==> src/deskew_pkg.sv <==
package deskew_pkg;

    // Link geometry
    localparam int N_LANES        = 4;
    localparam int NB_DATA_CODED  = 66;

    // Per-lane delay buffer depth
    localparam int FIFO_DEPTH     = 20;

    // Largest lane-to-lane skew that can be absorbed, in valid beats
    localparam int MAX_SKEW       = 16;

    // Offsets and delays index into the lane buffer
    localparam int NB_DELAY_COUNT = $clog2(FIFO_DEPTH);

    // One 64b/66b coded block on a single lane
    typedef logic [NB_DATA_CODED-1:0] block_t;

    // Marker offset or programmed delay
    typedef logic [NB_DELAY_COUNT-1:0] delay_t;

    // One flag per lane
    typedef logic [N_LANES-1:0] lane_mask_t;

    // Skew measurement FSM
    typedef enum logic [2:0]
    {
        // Block disabled
        ST_IDLE,
        // Armed, waiting for the earliest marker
        ST_WAIT_FIRST,
        // Counting until every lane has reported
        ST_COUNT,
        // Compare skew with the limit
        ST_CHECK,
        // Delays applied, hold until resync
        ST_LOCKED
    } deskew_state_t;

endpackage
==> src/skew_counter.sv <==
module skew_counter
    import deskew_pkg::*;
(
    input  logic   i_clock,
    input  logic   i_arst_n,
    input  logic   i_clear,
    input  logic   i_valid,
    input  logic   i_enable,
    input  logic   i_stop,
    output delay_t o_count
);

    logic count_step;

    // Only valid beats of an active measurement advance the count
    assign count_step = i_valid && i_enable && !i_stop;

    always_ff @(posedge i_clock or negedge i_arst_n)
    begin
        if (!i_arst_n)
        begin
            o_count <= '0;
        end
        else if (i_clear)
        begin
            o_count <= '0;
        end
        else if (count_step)
        begin
            // Saturate so a lost marker cannot wrap back to a small offset
            if (o_count != '1)
            begin
                o_count <= o_count + 1'b1;
            end
        end
    end

    // A stopped counter holds the offset it latched
    a_hold_when_stopped: assert property (
        @(posedge i_clock) disable iff (!i_arst_n)
        i_stop |=> (o_count == $past(o_count))
    );

endmodule

==> config.mk <==
export PLATFORM = sky130hd
export DESIGN_NAME = skew_counter
export DESIGN_NICKNAME = d
export VERILOG_FILES = /design/src/deskew_pkg.sv /design/src/skew_counter.sv
export SDC_FILE = /design/constraint.sdc
export NUM_CORES = 1
export LEC_CHECK = 0
export ABC_AREA = 0
export BUFFER_PORTS_ARGS = -buffer_cell sky130_fd_sc_hd__buf_2
export CORE_AREA = 2 2 39 41
export CTS_BUF_LIST = sky130_fd_sc_hd__clkbuf_16
export CTS_CLUSTER_DIAMETER = 60
export DETAILED_ROUTE_END_ITERATION = 8
export DIE_AREA = 0 0 41 43
export GPL_TIMING_DRIVEN = 0
export SLEW_MARGIN = 0
export SYNTH_ARGS = -nofsm -noshare
export SYNTH_HDL_FRONTEND = slang
export SYNTH_SLANG_ARGS = --single-unit
==> constraint.sdc <==
create_clock -name i_clock -period 5.8 [get_ports i_clock]
set_input_delay 0.29 -clock i_clock [delete_from_list [all_inputs] [get_ports i_clock]]
set_output_delay 0.29 -clock i_clock [all_outputs]
set_load 0.01 [all_outputs]
---- Word-level counts from Yosys, hierarchy flattened ----
Index checks and enable logic that the tools add are counted.
storage, ports and cells
  flip-flop bits (word level) ............. 5
  input bits .............................. 6
  output and inout bits ................... 5
cells by class
  muxes and demuxes ....................... 3
  reduce and logical (&&, ||, !) cells .... 6
  add/sub/neg operators ................... 1
  equal/unequal tests ..................... 1
operator list
  kind                                           number
  two-way mux 5 bit                              3
  adder 5 x 1 -> 5 bit (second input constant)   1
  inequality test 5 bit (second input constant)  1
  nonzero test 2 bit                             2
  logical AND 1 bit                              2
  AND reduction 2 bit                            1
  logical NOT 1 bit                              1

---- Logic depth before layout (Yosys ltp) ----
  depth in word-level cells ............... 4
  gate-level depth with buffers ........... 7
  gate-level depth less buffers ........... 6

---- Least setup slack after synthesis ----
No wires, ideal clock.
  path type ............................... flip-flop to flip-flop
  start ................................... register o_count[0]
  end ..................................... register o_count[3]
  data arrival time ....................... 1787 ps
  cell stages (with the launch flop) ...... 8
  data required time ...................... 5675 ps
  period minus slack after synthesis ...... 1913 ps
  path slack .............................. 3887 ps
  cells stage by stage .................... dfrtp_1 > ha_1 > and3_1 > ha_1 > and4bb_1 > buf_6 > nand4_4 > mux2_4
on the way
  longest elaborated chain between the ends .. 4
ends and longest elaborated chain
  item                      RTL line            source
  start: declaration        skew_counter.sv:10  output delay_t o_count
  start signal: assignment  skew_counter.sv:33  o_count <= o_count + 1'b1;
  adder 5 x 1 -> 5 bit      skew_counter.sv:33
  two-way mux 5 bit         skew_counter.sv:31  if (o_count != '1)
  two-way mux 5 bit         skew_counter.sv:28  else if (count_step)
  two-way mux 5 bit         skew_counter.sv:24  else if (i_clear)
Several ways; a longest one is shown, not always the timed one. The select of a mux whose other input is x is not followed.
A chain may end at the register's enable or synchronous reset.

---- Worst setup path in the final report ----
Same ends and word-level chain as after synthesis.

==> metrics.cfg <==
[outcome]
status=finished clean

[timing]
fin_tns_setup_ps=0
slew_viol_final=0
fin_crit_sh_pct=34.3
setup_viol=0
slew_headroom_pct=85.4
max_freq_mhz=503
finClkSkew_ps=1.55
hold_viol=0
finalCriticalPeriod_ps=1990
tightest_slew_ps=219
rsz0062_at_grt=false

[synth]
ys_top_cells_by_area=dfrtp_1 (43%), ha_1 (8.6%), nand4_4 (7.3%)
netlist_instances=24
syn_area_sq_um=290
synth_edf_count=0
mappedNetlistNets=32
synthFlopType=dfrtp_1
yosysTopAreaCell=dfrtp_1
yosys.area.top_type_share_pct=43.1
synth-seq-cells=5
synth_seq_area_share_pct=43.1
async_reset_ff_share_pct=100
synth_cell_types=14
ys_top_cells_by_count=dfrtp_1 (5), nor2_1 (5), ha_1 (2), mux2i_1 (2)
synth.avg_cell_area_sq_um=12.1
yosys_warnings=0

[die]
die-area_sq_mm=0.00176
core_area_sq_mm=0.00138
die_w_um=41
io-pin-count=11
initial_core_util_pct=21.0
rows=14
die_y_um=43

[detailed_routing]
vias=239
wl_per_cell_um=11.8
drc=0
wirelength_um=650
avgViaCountPerCell=4.35
drtAntennaViolNets=0
firstDrtPassIters=2
dr.first_iter.drc_count=1

[placement]
place.port_buffers=10
routabilityCongestion=0.643
numPlacedInstances=50
dp_hpwl_um=466

[clocking]
hold_buffers=1
cts-buffers-inserted=3
clock-root-buffer=clkbuf_16
clock_path_buffers=2
cts_tree=yes
htree_levels=1
ctsResizeCount=0
cts_setup_buffers=0
cts_sinks=5
path_clk_slew_ps=30
clk_latency_ps=230

[power]
p_leak_nw=0.252
power.total_mw=0.156
p_per_area_mw_per_mm2=348
irDropWorstVdd_uv=164

[setup_path]
critPathMaxStageDelay_ps=440
path_buf_inv=1
crit_top_cell=ha_1
r2r-start=o_count[0]
reg2reg_depth=7
critical_path_arrival_ps=2100
end_kind=register
cp_num_cells=7
critPathMaxFanout=6
worstSetupStartpointType=register
crit_required_ps=5910
critPathTopFamily=simple AND/OR/NAND/NOR gates
cp_slowest_cell=dfrtp_1
reg2reg_setup_slack_ps=3810
r2r-end=o_count[3]
path_cells=ha_1, and3_1, ha_1, and4bb_1, buf_6, nand4_4, mux2_4
crit_start=o_count[0]
endpoint=o_count[3]
setup.worst_path.class=reg2reg

[final_layout]
final_nets=48
stdcell_count=55
n_antenna_cell=0
regMostFlops=o_count
top_regs=o_count (5)
drive_above_1_share_pct=41.0
largest_register_ff_count=5
syn2layout_area_growth_pct=54.7

[flow_run]
maxCapViolCount=0

[global_route]
grt_overflow=0
grt_pass1_vias=243
grt_pass1_wl_um=1060
grt_max_degree=8
track_usage_pct=11.0
antenna_found_initial=0

[worst_hold_path]
min_path_type=in2reg

where the power goes:
part	switching [mW]	leakage, nW	internal (mW)
combinational	0.00347	0.140	0.00394
sequential	0.000945	0.0694	0.0356
clock	0.0232	0.0423	0.0893
stage by stage:
stage	utilization (%)	area (sq um)	hold WS, ps	worst slack (ps)
finish	32.5	449	310	3810
floorplan	-	290	-5.59	3890
detailed placement	26.0	360	110	3810
global placement	26.0	360	112	3850
CTS	32.5	449	306	3790
global route	32.5	449	324	3720
routing by layer:
| metal | vias to the layer above | wire length [um] | global-route usage, % |
|---|---|---|---|
| met1 | 110 | 247 | 9.48 |
| li1 | 113 | - | - |
| met3 | 5 | 79 | 8.38 |
| met2 | 11 | 281 | 13.4 |
| met5 | - | 0 | 0 |
| met4 | 0 | 41 | 14.0 |
layout make-up:
type | count | area, sq um
buffer | 1 | 11.3
clock buffer | 3 | 75.1
clock inverter | 1 | 3.75
fill | 148 | 935
multi-input combinational | 18 | 154
sequential | 5 | 125
tap | 16 | 20.0
timing repair buffer | 11 | 60.1
layout by cell type, fill, tap and decap left out:
| cell type | netlist | layout |
|---|---|---|
| a21oi_1 | 1 | 1 |
| buf_6 | 1 | 1 |
| inv_1 | 0 | 1 |
| a31o_1 | 1 | 1 |
| xnor2_1 | 1 | 1 |
| nor2_1 | 5 | 5 |
| nand2b_1 | 1 | 1 |
| nand4_4 | 1 | 1 |
| mux2i_1 | 2 | 2 |
| dlygate4sd3_1 | 0 | 1 |
| dfrtp_1 | 5 | 5 |
| and3_1 | 1 | 1 |
| ha_1 | 2 | 2 |
| and4bb_1 | 1 | 1 |
| nor2b_1 | 1 | 1 |
| mux2_4 | 1 | 1 |
| buf_2 | 0 | 10 |
| clkbuf_16 | 0 | 3 |
how the worst min path moves through the flow:
stage / startpoint / end / slack (ps) / cells past startpoint
3_5_place_dp: i_arst_n / o_count[3] / 110 / 1
3_3_place_gp: i_arst_n / o_count[3] / 110 / 1
4_1_cts: i_clear / o_count[0] / 310 / 2
6_report: i_clear / o_count[0] / 310 / 2
5_1_grt: i_clear / o_count[1] / 320 / 2
2_1_floorplan: i_arst_n / o_count[0] / -6 / 0
cells by family after synthesis:
| kind of cell | synth area share, % |
|---|---|
| AND/OR/NAND/NOR | 24.6 |
| XOR/XNOR | 3.02 |
| multiplexers | 12.1 |
| flip-flops | 43.1 |
| AO/OA/AOI/OAI | 4.74 |
| adder cells (fa/ha/maj) | 8.62 |
| buffers and inverters | 3.88 |
worst register-to-register path, cell delays in order, from the launching register on:
cell and delay (ps):
dfrtp_1 440, ha_1 260, and3_1 180, ha_1 170
and4bb_1 260, buf_6 140, nand4_4 110, mux2_4 310
No activity file was read; power rests on OpenSTA's default activity.
