$ cat config.mk
export PLATFORM = sky130hd
export DESIGN_NAME = deskew_fsm
export DESIGN_NICKNAME = d
export VERILOG_FILES = /design/src/deskew_pkg.sv /design/src/deskew_fsm.sv
export SDC_FILE = /design/constraint.sdc
export NUM_CORES = 1
export LEC_CHECK = 0
export ABC_AREA = 1
export BUFFER_PORTS_ARGS = -buffer_cell sky130_fd_sc_hd__buf_4
export CAP_MARGIN = 10
export CORE_MARGIN = 10
export CORE_UTILIZATION = 44
export CTS_CLUSTER_SIZE = 30
export DETAILED_ROUTE_END_ITERATION = 16
export PLACE_DENSITY = 0.79
export RECOVER_POWER = 50
export SLEW_MARGIN = 20
export SYNTH_ARGS = -nofsm -noshare
export SYNTH_HDL_FRONTEND = slang
export SYNTH_SLANG_ARGS = --single-unit
$ cat constraint.sdc
create_clock -name i_clock -period 3.1 [get_ports i_clock]
set_input_delay 0.31 -clock i_clock [delete_from_list [all_inputs] [get_ports i_clock]]
set_output_delay 0.31 -clock i_clock [all_outputs]
set_load 0.03 [all_outputs]
$ cat src/deskew_pkg.sv
package deskew_pkg;

    // Link geometry
    localparam int N_LANES        = 4;
    localparam int NB_DATA_CODED  = 66;

    // Per-lane delay buffer depth
    localparam int FIFO_DEPTH     = 20;

    // Largest lane-to-lane skew that can be absorbed, in valid beats
    localparam int MAX_SKEW       = 16;

    // Offsets and delays index into the lane buffer
    localparam int NB_DELAY_COUNT = $clog2(FIFO_DEPTH);

    // One 64b/66b coded block on a single lane
    typedef logic [NB_DATA_CODED-1:0] block_t;

    // Marker offset or programmed delay
    typedef logic [NB_DELAY_COUNT-1:0] delay_t;

    // One flag per lane
    typedef logic [N_LANES-1:0] lane_mask_t;

    // Skew measurement FSM
    typedef enum logic [2:0]
    {
        // Block disabled
        ST_IDLE,
        // Armed, waiting for the earliest marker
        ST_WAIT_FIRST,
        // Counting until every lane has reported
        ST_COUNT,
        // Compare skew with the limit
        ST_CHECK,
        // Delays applied, hold until resync
        ST_LOCKED
    } deskew_state_t;

endpackage
$ cat src/deskew_fsm.sv
module deskew_fsm
    import deskew_pkg::*;
(
    input  logic                 i_clock,
    input  logic                 i_arst_n,
    input  logic                 i_rf_enable,
    input  logic                 i_valid,
    input  logic                 i_resync,
    input  lane_mask_t           i_start_of_lane,
    input  delay_t               i_common_count,
    input  delay_t [N_LANES-1:0] i_lane_counts,
    output logic                 o_enable_counters,
    output logic                 o_clear_counters,
    output logic                 o_stop_common,
    output lane_mask_t           o_stop_lanes,
    output logic                 o_set_fifo_delay,
    output logic                 o_skew_error,
    output delay_t [N_LANES-1:0] o_lane_delay
);

    deskew_state_t state;
    deskew_state_t state_next;
    lane_mask_t    reported;
    lane_mask_t    reported_next;
    lane_mask_t    marker_hits;
    logic          skew_ok;
    logic          check_done;

    // Markers only count on valid beats
    assign marker_hits = i_valid ? i_start_of_lane : '0;

    // Every lane in and within the limit
    assign skew_ok    = (&reported) && (i_common_count <= delay_t'(MAX_SKEW));
    assign check_done = (state == ST_CHECK) && i_rf_enable && !i_resync;

    // Counter control
    assign o_enable_counters = (state == ST_COUNT);
    assign o_clear_counters  = (state == ST_IDLE) || (state == ST_WAIT_FIRST);
    assign o_stop_lanes      = reported;
    // Common count freezes at the largest offset once all lanes are in
    assign o_stop_common     = &reported;

    always_comb
    begin
        state_next    = state;
        reported_next = reported;
        case (state)
            ST_IDLE:
            begin
                if (i_rf_enable)
                begin
                    state_next = ST_WAIT_FIRST;
                end
            end
            ST_WAIT_FIRST:
            begin
                reported_next = marker_hits;
                if (|marker_hits)
                begin
                    // All lanes may already be aligned on the first beat
                    state_next = (&marker_hits) ? ST_CHECK : ST_COUNT;
                end
            end
            ST_COUNT:
            begin
                // Repeated markers on a reported lane change nothing
                reported_next = reported | marker_hits;
                // Give up early once the spread is already too wide
                if ((&reported_next) || (i_common_count > delay_t'(MAX_SKEW)))
                begin
                    state_next = ST_CHECK;
                end
            end
            ST_CHECK:
            begin
                state_next = skew_ok ? ST_LOCKED : ST_WAIT_FIRST;
            end
            default:
            begin
                state_next = state;
            end
        endcase

        if (!i_rf_enable)
        begin
            state_next = ST_IDLE;
        end
        else if (i_resync)
        begin
            state_next = ST_WAIT_FIRST;
        end
    end

    always_ff @(posedge i_clock or negedge i_arst_n)
    begin
        if (!i_arst_n)
        begin
            state    <= ST_IDLE;
            reported <= '0;
        end
        else
        begin
            state <= state_next;
            // Fresh mask for every new measurement
            if ((state_next == ST_IDLE) || (state_next == ST_WAIT_FIRST))
            begin
                reported <= '0;
            end
            else
            begin
                reported <= reported_next;
            end
        end
    end

    // Result strobes and the delays they announce
    always_ff @(posedge i_clock or negedge i_arst_n)
    begin
        if (!i_arst_n)
        begin
            o_set_fifo_delay <= 1'b0;
            o_skew_error     <= 1'b0;
            o_lane_delay     <= '0;
        end
        else
        begin
            o_set_fifo_delay <= check_done && skew_ok;
            o_skew_error     <= check_done && !skew_ok;
            if (check_done && skew_ok)
            begin
                for (int i = 0; i < N_LANES; i++)
                begin
                    // Early lanes wait for the latest one
                    o_lane_delay[i] <= i_common_count - i_lane_counts[i];
                end
            end
        end
    end

    a_set_xor_error: assert property (
        @(posedge i_clock) disable iff (!i_arst_n)
        !(o_set_fifo_delay && o_skew_error)
    );

    a_single_cycle_result: assert property (
        @(posedge i_clock) disable iff (!i_arst_n)
        (o_set_fifo_delay || o_skew_error) |=> !(o_set_fifo_delay || o_skew_error)
    );

endmodule

* Word level (Yosys, flattened, before mapping)
Cells that the tools add are included.
Word-level totals: flip-flop bits (word level) 29, word-level logic and storage cells 46, output and inout bits 29, input bits 34
Cells by class: equal/unequal tests 4, order comparisons 2, add/subtract/negate cells 4, bitwise logic cells 1, mux-type cells 10, reduce and logical (&&, ||, !) cells 17
Operators by type and width (count):
- subtractor 5 bit | 4
- 2-to-1 mux 3 bit | 5
- one-hot mux 3 bit (4 select lines) | 1
- AND reduction 4 bit | 3
- 2-to-1 mux 4 bit | 2
- one-hot mux 4 bit (2 select lines) | 1
- equality test 3 x 1 -> 1 bit, second input constant | 2
- equality test 3 x 2 -> 1 bit, second input constant | 2
- zero test 3 bit | 2
- greater-than comparator 5 bit, second input constant | 1
- <= comparator 5 bit, second input constant | 1
- logical AND 1 bit | 5
- OR 4 bit | 1
- OR reduction 4 bit | 1
- logical OR 1 bit | 3
- nonzero test 3 bit | 1
- zero test 1 bit | 2
- 2-to-1 mux 1 bit | 1

* Longest topological paths before layout
word-level depth 11, depth in mapped cells 10, depth with buffers taken out 10

* Worst setup path after synthesis
Ideal clock, no wire load.
path kind register to register, from register reported[1] (netlist: o_stop_lanes[1]), to register o_lane_delay[12] in the netlist's numbering, setup slack 1479 ps, cell stages (with the launch flop) 9, required time 2979 ps, period minus slack after synthesis 1621 ps, arrival time 1500 ps, path buffers 1, setup time 121 ps, path through dfrtp_1 nand2_1 nor2_2 nand2_1 inv_1 nand2_4 buf_6 nand2_1 o21ai_2
Between the ends: word-level cells in the longest chain between the ends 3
Ends and longest elaborated chain:
- start: declaration | line deskew_fsm.sv:23 | lane_mask_t reported;
- start signal: assignment | line deskew_fsm.sv:111 | reported <= reported_next;
- AND reduction 4 bit
- net o_stop_common | line deskew_fsm.sv:14 | output logic o_stop_common,
- logical AND 1 bit | line deskew_fsm.sv:33 | assign skew_ok = (&reported) && (i_common_count <= delay_t'(MAX_SKEW));
- logical AND 1 bit | line deskew_fsm.sv:129 | if (check_done && skew_ok)
- end signal: indexed assignment | line deskew_fsm.sv:134 | o_lane_delay[i] <= i_common_count - i_lane_counts[i];
- end: declaration | line deskew_fsm.sv:18 | output delay_t [N_LANES-1:0] o_lane_delay
The timed path passes the listed nets, and every way through them passes these cells. A chain may end at the register's enable or synchronous reset.

==> impl_metrics.env <==
export IMPL_status="complete, but fails checks"
export IMPL_violations="capacitance limit, slew limit"
export IMPL_io_pins=63
export IMPL_cap_violations=1
export IMPL_synth_async_reset_ratio_pct=100
export IMPL_yosys_area_top_type="dfrtp_1"
export IMPL_worst_pin_slew_ps=1590
export IMPL_hold_violations=0
export IMPL_drc=0
export IMPL_crit_path_end_kind="asynchronous set/reset pin"
export IMPL_wl_per_cell_um=13.6
export IMPL_syn_to_final_growth_pct=26.7
export IMPL_first_pass_iters=4
export IMPL_grt_pass1_vias=1709
export IMPL_p_switching_uw=246
export IMPL_min_from="i_rf_enable"
export IMPL_synth_top_cell_area_share_pct=36.9
export IMPL_relSlewSlack_pct=-6.20
export IMPL_combPwrFrac_pct=21.5
export IMPL_arrival_ps=1990
export IMPL_power_per_cell_area_nw_per_um2=356
export IMPL_htreeDepth=2
export IMPL_ff2ff_path_depth=8
export IMPL_routabilityCongestion=0.858
export IMPL_initial_core_util_pct=45.2
export IMPL_cts_setup_buffers=0
export IMPL_drive_gt1_share_pct=29.0
export IMPL_slew_violations=30
export IMPL_clk_pin_slew_worst_paths_ps=60
export IMPL_internal_power_uw=641
export IMPL_grt_use_total_pct=12.5
export IMPL_cts_root_buf="clkbuf_8"
export IMPL_rsz0062_at_grt="false"
export IMPL_peakVddDrop_uv=211
export IMPL_die_h_um=86.9
export IMPL_p_clk_share_pct=35.3
export IMPL_dpl_cell_area_um2=2450
export IMPL_num_vias=1651
export IMPL_max_freq_ghz=0.528
export IMPL_critPathLaunchType="input port"
export IMPL_reg2reg_slack_ps=1460
export IMPL_cp_slowest_stage_delay_ps=1150
export IMPL_cp_depth=2
export IMPL_synth_distinct_cells=22
export IMPL_cts_max_path_buffers=2
export IMPL_worstPathCellList="dlygate4sd3_1 -> clkbuf_1"
export IMPL_synth_commonest_cells="nand2_1, inv_1, dfrtp_1"
export IMPL_rows=24
export IMPL_min_period_ps=1890
export IMPL_insertion_delay_ps=270
export IMPL_cp_top_family="buffers and inverters"
export IMPL_leakage_nw=1.34
export IMPL_slowest_stage="clkbuf_1"
export IMPL_synth_edf_count=0
export IMPL_die_w_um=86.9
export IMPL_drt_wl_total_um=4650
export IMPL_ys_ff_latch=29
export IMPL_syn_inst=225
export IMPL_yosysSeqAreaShare_pct=36.9
export IMPL_avgSynthCellArea_um2=8.74
export IMPL_synthesis_nets=279
export IMPL_cts_tree="yes"
export IMPL_grt_max_degree=43
export IMPL_post_route_period_util_pct=61.1
export IMPL_yosys_warnings=0
export IMPL_hold_path_class="in2reg"
export IMPL_synth_ff_type="dfrtp_1"
export IMPL_postRouteAntennaNets=0
export IMPL_portBuffers=62
export IMPL_fin_setup_tns_ps=0
export IMPL_diodes=0
export IMPL_setup_violations=0
export IMPL_grt_first_pass_wirelength_um=7620
export IMPL_numCtsBuffers=5
export IMPL_core_area_um2=4350
export IMPL_ys_top_cells_by_area="dfrtp_1, ha_1, nand2_1, o21ai_2, inv_1"
export IMPL_die_area_um2=7540
export IMPL_crit_type="in2async"
export IMPL_vias_per_cell=4.83
export IMPL_clock_sinks=29
export IMPL_fin_worst_skew_ps=2.75
export IMPL_reg2reg_to="o_stop_lanes[3]"
export IMPL_antenna_found_initial=0
export IMPL_r2r_start="o_stop_lanes[1]"
export IMPL_seq_power_share_pct=43.2
export IMPL_critPathBufInv=2
export IMPL_hpwlAfterDp_um=3660
export IMPL_fin_area_um2=2490
export IMPL_nNetsFinal=344
export IMPL_gr_total_overflow=0
export IMPL_cp_required_ps=3200
export IMPL_holdPathEnd="state[0]"
export IMPL_mappedNetlistArea_um2=1970
export IMPL_switching_share_pct=27.7
export IMPL_synth_most_common_cell="nand2_1"
export IMPL_hold_depth=3
export IMPL_drt_iter0_markers=62
export IMPL_crit_fanout=29
## logic make-up after synthesis
family          count (synthesis)  synth area share, %
compound gates                 46                 16.2
xor+xnor                       16                 7.12
fa+ha+maj                      20                 14.2
buf+inv                        40                 9.22
flops                          29                 36.9
simple gates                   74                 16.3
## per-stage QoR
step | hold WS [ps] | util [%] | std cells | worst slack (ps) | total power, mW
finish | 234 | 57.2 | 342 | 1210 | 0.887
global route | 239 | 57.2 | 342 | 872 | 0.933
CTS | 226 | 58.4 | 342 | 1480 | 0.900
detailed placement | 259 | 56.2 | 334 | 1340 | 0.580
global placement | 255 | 56.2 | 334 | 1360 | 0.577
floorplan | 14.4 | - | 225 | 1480 | 0.510
## routing by layer
metal	track usage (%)	wire length, um	up-vias
li1	-	-	853
met1	14.0	1910	759
met2	21.0	2410	33
met3	3.93	243	6
met4	5.74	80	0
met5	0	0	-
## power groups by stage
stage          Sequential [mW]  Clock (mW)  Combinational [mW]
3_5_place_dp             0.390           0               0.190
6_report                 0.383       0.313               0.191
4_1_cts                  0.383       0.324               0.193
5_1_grt                  0.383       0.334               0.216
2_1_floorplan            0.391           0               0.119
3_3_place_gp             0.390           0               0.187
## repair_timing
action | 4_1_cts | 5_1_grt
resized for setup | 0 | 0
hold endpoints to repair | 29 | 0
hold buffers | 1 | 0
## placed cells by master (no fill, tap or decap)
cell,count
nand2_1,50
buf_4,49
inv_1,32
dfrtp_1,29
o21ai_2,20
ha_1,16
clkbuf_1,14
nor2_1,13
xor2_1,12
o21ai_0,11
a21oi_1,9
clkbuf_8,6
nand3_1,5
xnor2_1,4
o22ai_1,4
fa_1,4
inv_2,3
nand2_4,2
nor2_2,2
o31ai_2,1
nor3_4,1
nor4_1,1
o21ai_1,1
dlygate4sd3_1,1
## how the worst max path moves through the flow
stage / to / start / slack, ps
2_1_floorplan: o_lane_delay[12] / o_stop_lanes[1] / 1480
6_report: o_lane_delay[12] / i_arst_n / 1210
5_1_grt: o_lane_delay[19] / i_arst_n / 870
3_3_place_gp: o_lane_delay[19] / i_common_count[0] / 1360
3_5_place_dp: o_lane_delay[19] / i_common_count[0] / 1340
4_1_cts: o_stop_lanes[3] / o_stop_lanes[1] / 1480
## worst min-delay path, cell delays in order
cell and delay [ps]:
buf_4 80, nand2_1 40, inv_1 40
## area by class of cell
cell class              count  area [um2]
inverters                  35         131
repair buffers             63         427
multi-input cells         156        1060
flip-flops and latches     29         726
clock buffers               7        86.3
well taps                  52        65.1
fillers                   416        1860
## sequential cells by signal (all words and copies together) (netlist names)
signal and flops:
state 3, o_skew_error 1, o_lane_delay 20, o_stop_lanes 4
o_set_fifo_delay 1
No activity file was read; power rests on OpenSTA's default activity.
