$ cat src/deskew_pkg.sv
package deskew_pkg;

    // Link geometry
    localparam int N_LANES        = 4;
    localparam int NB_DATA_CODED  = 66;

    // Per-lane delay buffer depth
    localparam int FIFO_DEPTH     = 20;

    // Largest lane-to-lane skew that can be absorbed, in valid beats
    localparam int MAX_SKEW       = 16;

    // Offsets and delays index into the lane buffer
    localparam int NB_DELAY_COUNT = $clog2(FIFO_DEPTH);

    // One 64b/66b coded block on a single lane
    typedef logic [NB_DATA_CODED-1:0] block_t;

    // Marker offset or programmed delay
    typedef logic [NB_DELAY_COUNT-1:0] delay_t;

    // One flag per lane
    typedef logic [N_LANES-1:0] lane_mask_t;

    // Skew measurement FSM
    typedef enum logic [2:0]
    {
        // Block disabled
        ST_IDLE,
        // Armed, waiting for the earliest marker
        ST_WAIT_FIRST,
        // Counting until every lane has reported
        ST_COUNT,
        // Compare skew with the limit
        ST_CHECK,
        // Delays applied, hold until resync
        ST_LOCKED
    } deskew_state_t;

endpackage
$ cat src/lane_delay_fifo.sv
module lane_delay_fifo
    import deskew_pkg::*;
(
    input  logic   i_clock,
    input  logic   i_arst_n,
    input  logic   i_valid,
    input  logic   i_set_fifo_delay,
    input  delay_t i_delay,
    input  block_t i_data,
    output block_t o_data
);

    block_t mem [FIFO_DEPTH];
    delay_t wr_ptr;
    delay_t delay_q;
    delay_t rd_addr;

    // Read point trails the write point, wrapped into the buffer
    always_comb
    begin
        if (wr_ptr >= delay_q)
        begin
            rd_addr = wr_ptr - delay_q;
        end
        else
        begin
            rd_addr = wr_ptr + (delay_t'(FIFO_DEPTH) - delay_q);
        end
    end

    always_ff @(posedge i_clock or negedge i_arst_n)
    begin
        if (!i_arst_n)
        begin
            wr_ptr  <= '0;
            delay_q <= '0;
        end
        else
        begin
            if (i_set_fifo_delay)
            begin
                delay_q <= i_delay;
            end
            if (i_valid)
            begin
                wr_ptr <= (wr_ptr == delay_t'(FIFO_DEPTH - 1)) ? '0 : wr_ptr + 1'b1;
            end
        end
    end

    // Storage and output stage
    always_ff @(posedge i_clock)
    begin
        if (i_valid)
        begin
            mem[wr_ptr] <= i_data;
            // Zero delay has not reached the memory yet, take the input
            if (delay_q == '0)
            begin
                o_data <= i_data;
            end
            else
            begin
                o_data <= mem[rd_addr];
            end
        end
    end

    // The FSM never programs more delay than the skew limit
    a_delay_in_range: assert property (
        @(posedge i_clock) disable iff (!i_arst_n)
        i_set_fifo_delay |=> (delay_q <= delay_t'(MAX_SKEW))
    );

endmodule

$ cat config.mk
export PLATFORM = sky130hd
export DESIGN_NAME = lane_delay_fifo
export DESIGN_NICKNAME = d
export VERILOG_FILES = /design/src/deskew_pkg.sv /design/src/lane_delay_fifo.sv
export SDC_FILE = /design/constraint.sdc
export NUM_CORES = 1
export LEC_CHECK = 0
export ABC_AREA = 1
export BUFFER_PORTS_ARGS = -buffer_cell sky130_fd_sc_hd__buf_2
export CAP_MARGIN = 20
export CORE_UTILIZATION = 40
export CTS_CLUSTER_DIAMETER = 50
export CTS_CLUSTER_SIZE = 40
export DETAILED_ROUTE_END_ITERATION = 12
export PLACE_DENSITY = 0.56
export SETUP_SLACK_MARGIN = 0.1
export SLEW_MARGIN = 20
export SYNTH_ARGS = -nofsm -noshare
export SYNTH_HDL_FRONTEND = slang
export SYNTH_SLANG_ARGS = --single-unit
export TNS_END_PERCENT = 10
$ cat constraint.sdc
create_clock -name i_clock -period 6.6 [get_ports i_clock]
set_clock_uncertainty 0.1 [all_clocks]
set_input_delay 0.99 -clock i_clock [delete_from_list [all_inputs] [get_ports i_clock]]
set_output_delay 0.99 -clock i_clock [all_outputs]
set_load 0.01 [all_outputs]
Word-level counts from Yosys, hierarchy flattened

Memory sizes are Yosys's and may differ from the RTL's.
Index checks and enable logic that the tools add are counted.

Add/sub/neg operators: 4
Order comparisons: 1
Equality and inequality tests: 1
Multiplexer cells: 5
Reduce and logical (&&, ||, !) cells: 1

Operators with widths:

| cell                                                           | number |
|---|---|
| 66-bit two-way mux                                             | 1 |
| 5-bit two-way mux                                              | 2 |
| 5-bit by 1-bit adder with 5-bit output (second input constant) | 1 |
| 5-bit adder                                                    | 1 |
| 5-bit == test (second input constant)                          | 1 |
| 5-bit greater-or-equal comparator                              | 1 |
| 5-bit zero test                                                | 1 |
| 5-bit subtractor                                               | 1 |
| 5-bit subtractor (first input constant)                        | 1 |
| 1-bit two-way mux                                              | 2 |

Flip-flop bits (word level): 76
Memory bits (writable): 1320
Input port bits: 75
Output and inout bits: 66
Logic and storage cells: 16
Memories kept: 1

Memories:

| name | depth | bits a word | read ports | clocked after Yosys merged registers in | write ports | RTL line              | text |
|---|---|---|---|---|---|---|---|
| mem  | 20    | 66          | 1          | 0                                       | 1           | lane_delay_fifo.sv:13 | `block_t mem [FIFO_DEPTH];` |

Logic depth before layout (Yosys ltp)

Gate-level depths: netlist (run 1).
An unclocked memory read counts as a cell.

Depth in word-level cells: 5
Depth in mapped cells: 19
Mapped depth without buffers: 17

Worst setup path after synthesis (run 1)

Ideal clock, no wire load.

Kind: input port to flip-flop
Start point: input i_valid
End point: memory mem[15][0] in the netlist's numbering (enable)
Library setup time: 0.571 ns
Arrival: 5.932 ns
Required time: 5.929 ns
Path slack: -0.003 ns
Stages: 3
Buffers on the path: 1
Cell sequence: clkbuf_1 -> nand3_1 -> nor3_1

Longest elaborated chain between the ends: 2

RTL lines:

| element                                 | RTL line              | text |
|---|---|---|
| start: declaration                      | lane_delay_fifo.sv:6  | `input logic i_valid,` |
| 1-bit two-way mux                       | lane_delay_fifo.sv:54 | `if (i_valid)` |
| 1-bit two-way mux (implied by the code) | lane_delay_fifo.sv:56 | `mem[wr_ptr] <= i_data;` |
| end: declaration                        | lane_delay_fifo.sv:13 |  |

No other way between the ends.

Worst setup path in the final report (run 1)

Start point: register wr_ptr[2]
End point: register o_data[26], data pin

Longest elaborated chain between the ends: 4
Elaborated cells between the ends (all ways): 6
Those cells by class: add/sub (2); order compare (1); mux (2); memory (1)

RTL lines:

| element                             | RTL line              | text |
|---|---|---|
| start: declaration                  | lane_delay_fifo.sv:14 | `delay_t wr_ptr;` |
| start signal: assignment            | lane_delay_fifo.sv:46 | `wr_ptr <= (wr_ptr == delay_t'(FIFO_DEPTH - 1)) ? '0 : wr_ptr + 1'b1;` |
| 5-bit adder (tied with other cells) | lane_delay_fifo.sv:27 | `rd_addr = wr_ptr + (delay_t'(FIFO_DEPTH) - delay_q);` |
| 5-bit two-way mux *                 | lane_delay_fifo.sv:21 | `if (wr_ptr >= delay_q)` |
| memory read 20 x 66 bit *           | --                    |  |
| 66-bit two-way mux *                | lane_delay_fifo.sv:58 | `if (delay_q == '0)` |
| end signal: assignment              | lane_delay_fifo.sv:60 | `o_data <= i_data;` |
| end signal: assignment              | lane_delay_fifo.sv:64 | `o_data <= mem[rd_addr];` |
| end: declaration                    | lane_delay_fifo.sv:10 | `output block_t o_data` |

Every way passes the cells marked *; elsewhere a longest branch is shown, timed or not.
A chain may end at the register's enable or synchronous reset.

==> run metrics, run 1 <==
status=complete, no violations; Int Pwr=19200 µW; vias in the first global route=36700; share of post-route cells with drive strength above 1=9.21%; Root Driver=clkbuf_16; reg2reg setup slack=2.10 ns; Initial Utilization=40.2%; H-tree depth=4; setup TNS=0 ns; maxcap violations=0; via count=37800; TritonCTS clock tree=done; first-pass GRT wire length=243000 µm; Post-Syn Instances=4970; Layout area overhead=12.6%; Async SR Flop Fraction=0.716%; slowest stage delay, CP=1.15 ns; Net Sw Power=13700 µW; Initial DRT Pass Iterations=5; setup ws final=2.10 ns; RePlAce Congestion=0.754; die height=382 µm; gr ovfl total=0; DRC=0; period utilization=68.1%; post-synthesis sequential area ratio=72.5%; # setup viols final=0; f_max=222 MHz; TritonCTS Buffers=135; hold wc startpoint=i_delay[3]; Crit Path Category=register to register; CTS Sinks=1396; Area contributors post-synth=edfxtp_1, nand2_1, nand3_1, nor2_1, buf_2; clock buffer depth=3; synthesized flop and latch total=1396; Max VDD drop=0.871 mV; CP Cell Sequence=inv_1 > ha_1 > inv_1 > ha_1 > o21ai_0 > nand2_1 > nand2_1 > nand3_4 > nand2_4 > buf_4 > nand3_1 > nand2_1 > nand2_1; final count of hold timing violations=0; crit-path max FO=44; fin nets=5083; static leakage=0.0237 µW; switching part of the total=41.5%; CP Capture Type=register; Rows=139; min cycle time layout=4.50 ns; worst path required time=7.02 ns; Synth Flop Type=edfxtp_1; cell count of the worst reg-to-reg path=13; final WL=165000 µm; Crit-path slowest cell=nand2_4; HPWL Detailed=77400 µm; cell taking the most area after synthesis=edfxtp_1; pin count of the biggest net entering global routing=172; Synth top cells by count=nand2_1, edfxtp_1, nand3_1, nor2_1, buf_2; Buffers on Ports=140; PD cells=506 mW/mm²; antenna violations before repair=22; core area=0.143 mm²; Startpoint Class=register; Design Power=32900 µW; Critical Path AT=4.92 ns; antenna-violating nets left=0; syn nets=5062; per-cell routed wire length=23.6 µm; synth unique cells=27; Warnings, synthesis=0; Die ar.=0.146 mm²; Mapped Area=0.0578 mm²; Seq pwr share=33.7%; dpl ws=2.22 ns; syn_area_per_cell=11.6 µm²; RSZ-0062 raised after global routing=false; Most common cell on crit path=nand2_1; Hold Crit Class=input pin to register; worst r2r src=wr_ptr[2]$_DFFE_PN0P_; Tightest Pin Transition=1.16 ns; Slew HR=22.6%; WHS=0.362 ns; worst hold path depth=3; Hold Path End=delay_q[3]$_DFFE_PN0P_; Boundary Pins=141; Critical R2R Capture=o_data[26]$_DFFE_PP_; via/cell ratio=5.38; Total GRT Usage=22.5%; Combinational Power Share=41.9%; top cell type's share of synthesized area=72.1%; latest clock arrival within the worst-skew pair=0.78 ns; number of flops mapped to enable cells by yosys=1386; DRT iter0 DRCs=3656; Die W=382 µm; clock slew at reported path FFs=0.06 ns; Clk pwr share=24.4%; fin. max-slew vios=0; leading cell type by number of instances after synthesis=nand2_1
-- state kept, by name, indices dropped and copies added, names as in the netlist --
signal,count
delay_q,5
mem,1320
o_data,66
wr_ptr,5
-- how the worst max path moves through the flow --
stage | from | end | slack (ns)
after detailed placement | wr_ptr[2]$_DFFE_PN0P_ | o_data[27]$_DFFE_PP_ | 2.22
after global routing | wr_ptr[2]$_DFFE_PN0P_ | o_data[26]$_DFFE_PP_ | 1.84
after global placement | wr_ptr[0]$_DFFE_PN0P_ | o_data[0]$_DFFE_PP_ | 2.21
final | wr_ptr[2]$_DFFE_PN0P_ | o_data[26]$_DFFE_PP_ | 2.10
after floorplan | i_valid | mem[15][0]$_DFFE_PP_ | -0.003
after CTS | wr_ptr[2]$_DFFE_PN0P_ | o_data[26]$_DFFE_PP_ | 2.19
-- through the flow --
stage,area (µm²),util [%],cells
5_1_grt,65000,45.3,7011
4_1_cts,65000,45.3,7004
3_5_place_dp,60400,42.1,6755
6_report,65000,45.3,7014
2_1_floorplan,57800,-,4970
3_3_place_gp,60300,42.0,6754
-- layout by cell type (no fill, tap or decap), types with 44 or more instances in the layout --
cell	synthesis	final
nand2_1	1542	1541
nor2_1	291	273
buf_4	6	44
a21oi_1	69	69
a32o_1	66	66
edfxtp_1	1386	1386
o21ai_0	140	140
inv_1	87	85
clkbuf_16	0	141
buf_2	179	139
nand3_1	935	934
clkinv_1	73	94
-- cell families after synthesis --
logic type / count (synthesis) / synth area share (%)
AOI/OAI and AO/OA: 276 / 2.97
xor gates and xnor gates: 3 / 0.0455
DFF: 1396 / 72.5
muxes: 1 / 0.0195
adders and majority gates: 17 / 0.420
and+or+nand+nor: 2787 / 20.2
buffers and inverters: 490 / 3.81
-- critical path, delay by kind of cell, from the launching register on --
family / cells / cell delay, ns
buf+inv: 3 / 0.64
simple gates: 7 / 2.14
fa+ha+maj: 2 / 0.63
flops: 1 / 0.48
compound gates: 1 / 0.21
-- metal layers --
layer	global-route usage (%)	vias to the layer above	part of all wire, %
met5	0	-	0.055
met4	7.87	14	2.9
met3	4.05	285	6.6
met2	36.7	1260	48
met1	30.2	18800	43
li1	-	17400	-
-- timing repair --
| action | CTS | global route |
|---|---|---|
| buffers inserted | 0 | 0 |
| endpoints found under the setup margin | 0 | 0 |
| endpoints found under the hold margin | 10 | 0 |
| resized for setup | 0 | 0 |
| hold buffers | 1 | 0 |
-- area by class of cell --
class                   count  area, µm²
diodes                      9       22.5
clock inverters            98       1020
well taps                1903       2380
clock buffers             150       3570
fillers                 13000      78500
repair buffers            212       1600
multi-input cells        3084      13900
flip-flops and latches   1396      41900
inverters                 162        633
-- power by group through the flow --
| stage | registers (µW) | clock network (µW) | logic [µW] |
|---|---|---|---|
| after global routing | 11200 | 8480 | 15300 |
| after CTS | 11100 | 8160 | 13800 |
| final | 11100 | 8020 | 13800 |
| after floorplan | 11300 | 0 | 9280 |
| after global placement | 11300 | 0 | 13700 |
| after detailed placement | 11300 | 0 | 13700 |
Power figures use the tool's default switching activity.
==> run 2, diff against run 1 <==
--- a/config.mk
+++ b/config.mk
@@ -12,7 +12,7 @@
 export CTS_CLUSTER_DIAMETER = 50
 export CTS_CLUSTER_SIZE = 40
 export DETAILED_ROUTE_END_ITERATION = 12
-export PLACE_DENSITY = 0.56
+export PLACE_DENSITY = 0.58
 export SETUP_SLACK_MARGIN = 0.1
 export SLEW_MARGIN = 20
 export SYNTH_ARGS = -nofsm -noshare
==> constraint.sdc (replaced) <==
create_clock -name i_clock -period 4 [get_ports i_clock]
set_clock_uncertainty 0.1 [all_clocks]
set_input_delay 0.6 -clock i_clock [delete_from_list [all_inputs] [get_ports i_clock]]
set_output_delay 0.6 -clock i_clock [all_outputs]
set_load 0.01 [all_outputs]
==> run metrics, run 2 (same netlist as run 1, synthesis figures left out) <==
status=complete, but fails checks; failing checks=DRC; Root Driver=clkbuf_16; H-tree depth=4; clock buffer depth=3; min cycle time layout=3.39 ns; final WL=166000 µm; Total GRT Usage=22.6%; fin nets=5141; PD cells=841 mW/mm²; core area=0.143 mm²; CTS-repair resized insts=0; CP Capture Type=register; gr ovfl total=0; per-cell routed wire length=23.5 µm; switching part of the total=41.7%; Startpoint Class=register; worst path required time=4.41 ns; metal2 WL=80100 µm; max reg flops=1320; vias in the first global route=36900; DRC=4; fin. max-slew vios=0; Crit Path Category=register to register; f_max=295 MHz; fin area=0.0657 mm²; commonest non-fill, non-tap cell in the layout=nand2_1; pin count of the biggest net entering global routing=180; die height=382 µm; clock slew at reported path FFs=0.07 ns; most flop-heavy register=mem; met3 wire length=11300 µm; Initial DRT Pass Iterations=10; Layout area overhead=13.8%; Seq pwr share=33.1%; Net Sw Power=23000 µW; first-pass GRT wire length=245000 µm; crit-path max FO=74; Initial Utilization=40.2%; Largest regs=mem (1320), o_data (66); Rows=139; antenna-violating nets left=0; DRT iter0 DRCs=3809; # setup viols final=0; final count of hold timing violations=0; M1 WL=69100 µm; Worst Path Buf+Inv=5; Cell Area, Placed=0.0613 mm²; Critical Path AT=3.80 ns; period utilization=84.7%; setup TNS=0 ns; via count=38400; Boundary Pins=141; Clk pwr share=23.3%; most frequent cells in the layout=nand2_1, edfxtp_1, nand3_1; Tightest Pin Transition=1.22 ns; Design Power=55300 µW; via/cell ratio=5.44; Crit-path slowest cell=fa_4; Buffers on Ports=140; maxcap violations=0; Antenna Cells=0; TritonCTS clock tree=done; RSZ-0062 raised after global routing=false; slowest stage delay, CP=0.82 ns; Slew HR=18.9%; Hold Crit Class=input pin to register; antenna violations before repair=14; Combinational Power Share=43.6%; share of post-route cells with drive strength above 1=10.3%; Max Used Layer=met5; Max VDD drop=1.44 mV; RePlAce Congestion=0.771; latest clock arrival within the worst-skew pair=0.76 ns; Die ar.=0.146 mm²; Die W=382 µm; HPWL Detailed=85000 µm; CTS Sinks=1396; static leakage=0.0241 µW; TritonCTS Buffers=132; CP Cell Sequence=inv_1 > ha_4 > inv_1 > fa_4 > buf_12 > buf_12 > nor2_1 > o21ai_0 > nand2_1 > clkinv_1 > nand3_1 > nand3_1 > nand3_1 > nand2_1 > nand2_1; kind of cell adding the most delay to the critical path=adder cells; Int Pwr=32200 µW
[run 2: cell count changes in the layout (fill, tap and decap cells not counted), moves of 7 or more]
cell	change
diode_2	-9
buf_12	+40
buf_4	+17
inv_6	+15
clkinv_1	-15
clkbuf_16	-7
inv_8	+9
[run 2: per-stage QoR]
step	utilization [%]	hold slack, ns	instances	setup slack (ns)
final	45.8	0.0913	7053	0.610
after global placement	42.7	0.390	6812	0.659
after global routing	45.8	0.0995	7053	0.422
after floorplan	-	0.204	4970	-0.397
after detailed placement	42.7	0.395	6812	0.629
after CTS	45.8	0.0499	7053	0.614
[run 2: path summary, 6_finish.rpt]
kind	from	end	slack [ns]	cells past startpoint
worst min register to register	delay_q[3]$_DFFE_PN0P_	delay_q[3]$_DFFE_PN0P_	0.50	2
max in group asynchronous	i_arst_n	wr_ptr[2]$_DFFE_PN0P_	3.38	2
worst max register to register	wr_ptr[0]$_DFFE_PN0P_	o_data[54]$_DFFE_PP_	0.61	15
worst min-delay path	i_set_fifo_delay	delay_q[4]$_DFFE_PN0P_	0.09	2
min in group asynchronous	i_arst_n	wr_ptr[3]$_DFFE_PN0P_	0.18	2
worst max-delay path	wr_ptr[0]$_DFFE_PN0P_	o_data[54]$_DFFE_PP_	0.61	15
[run 2: power by group through the flow]
| stage | sequential [µW] | combinational [µW] | clock [µW] |
|---|---|---|---|
| finish | 18300 | 24100 | 12900 |
| global route | 18400 | 26500 | 13600 |
| CTS | 18300 | 24100 | 13000 |
| detailed placement | 18700 | 24000 | 0 |
| global placement | 18600 | 23800 | 0 |
| floorplan | 18600 | 15300 | 0 |
[run 2: worst reg2reg max path, cell delays in order (launching register included)]
cell and delay (ns):
dfrtp_1 0.41, inv_1 0.18, ha_4 0.18, inv_1 0.07, fa_4 0.82, buf_12 0.24
buf_12 0.41, nor2_1 0.14, o21ai_0 0.09, nand2_1 0.08, clkinv_1 0.06, nand3_1 0.08
nand3_1 0.10, nand3_1 0.06, nand2_1 0.08, nand2_1 0.06
[run 2: layer usage]
metal | vias to the layer above | global-route usage, %
li1 | 17600 | -
met1 | 19000 | 30.4
met2 | 1514 | 37.3
met3 | 341 | 3.69
met4 | 10 | 7.36
met5 | - | 0
[run 2: repair_timing]
item / in CTS / in global routing
hold buffers: 6 / 0
hold endpoints to repair: 15 / 0
setup buffers: 0 / 0
[run 2: final cells by class]
type                    instances  area [µm²]
clock buffers                 141        3380
multi-input cells            3084       13900
inverters                     162         628
fillers                     12800       77700
clock inverters                94        1010
flip-flops and latches       1396       41900
well taps                    1903        2380
repair buffers                273        2550
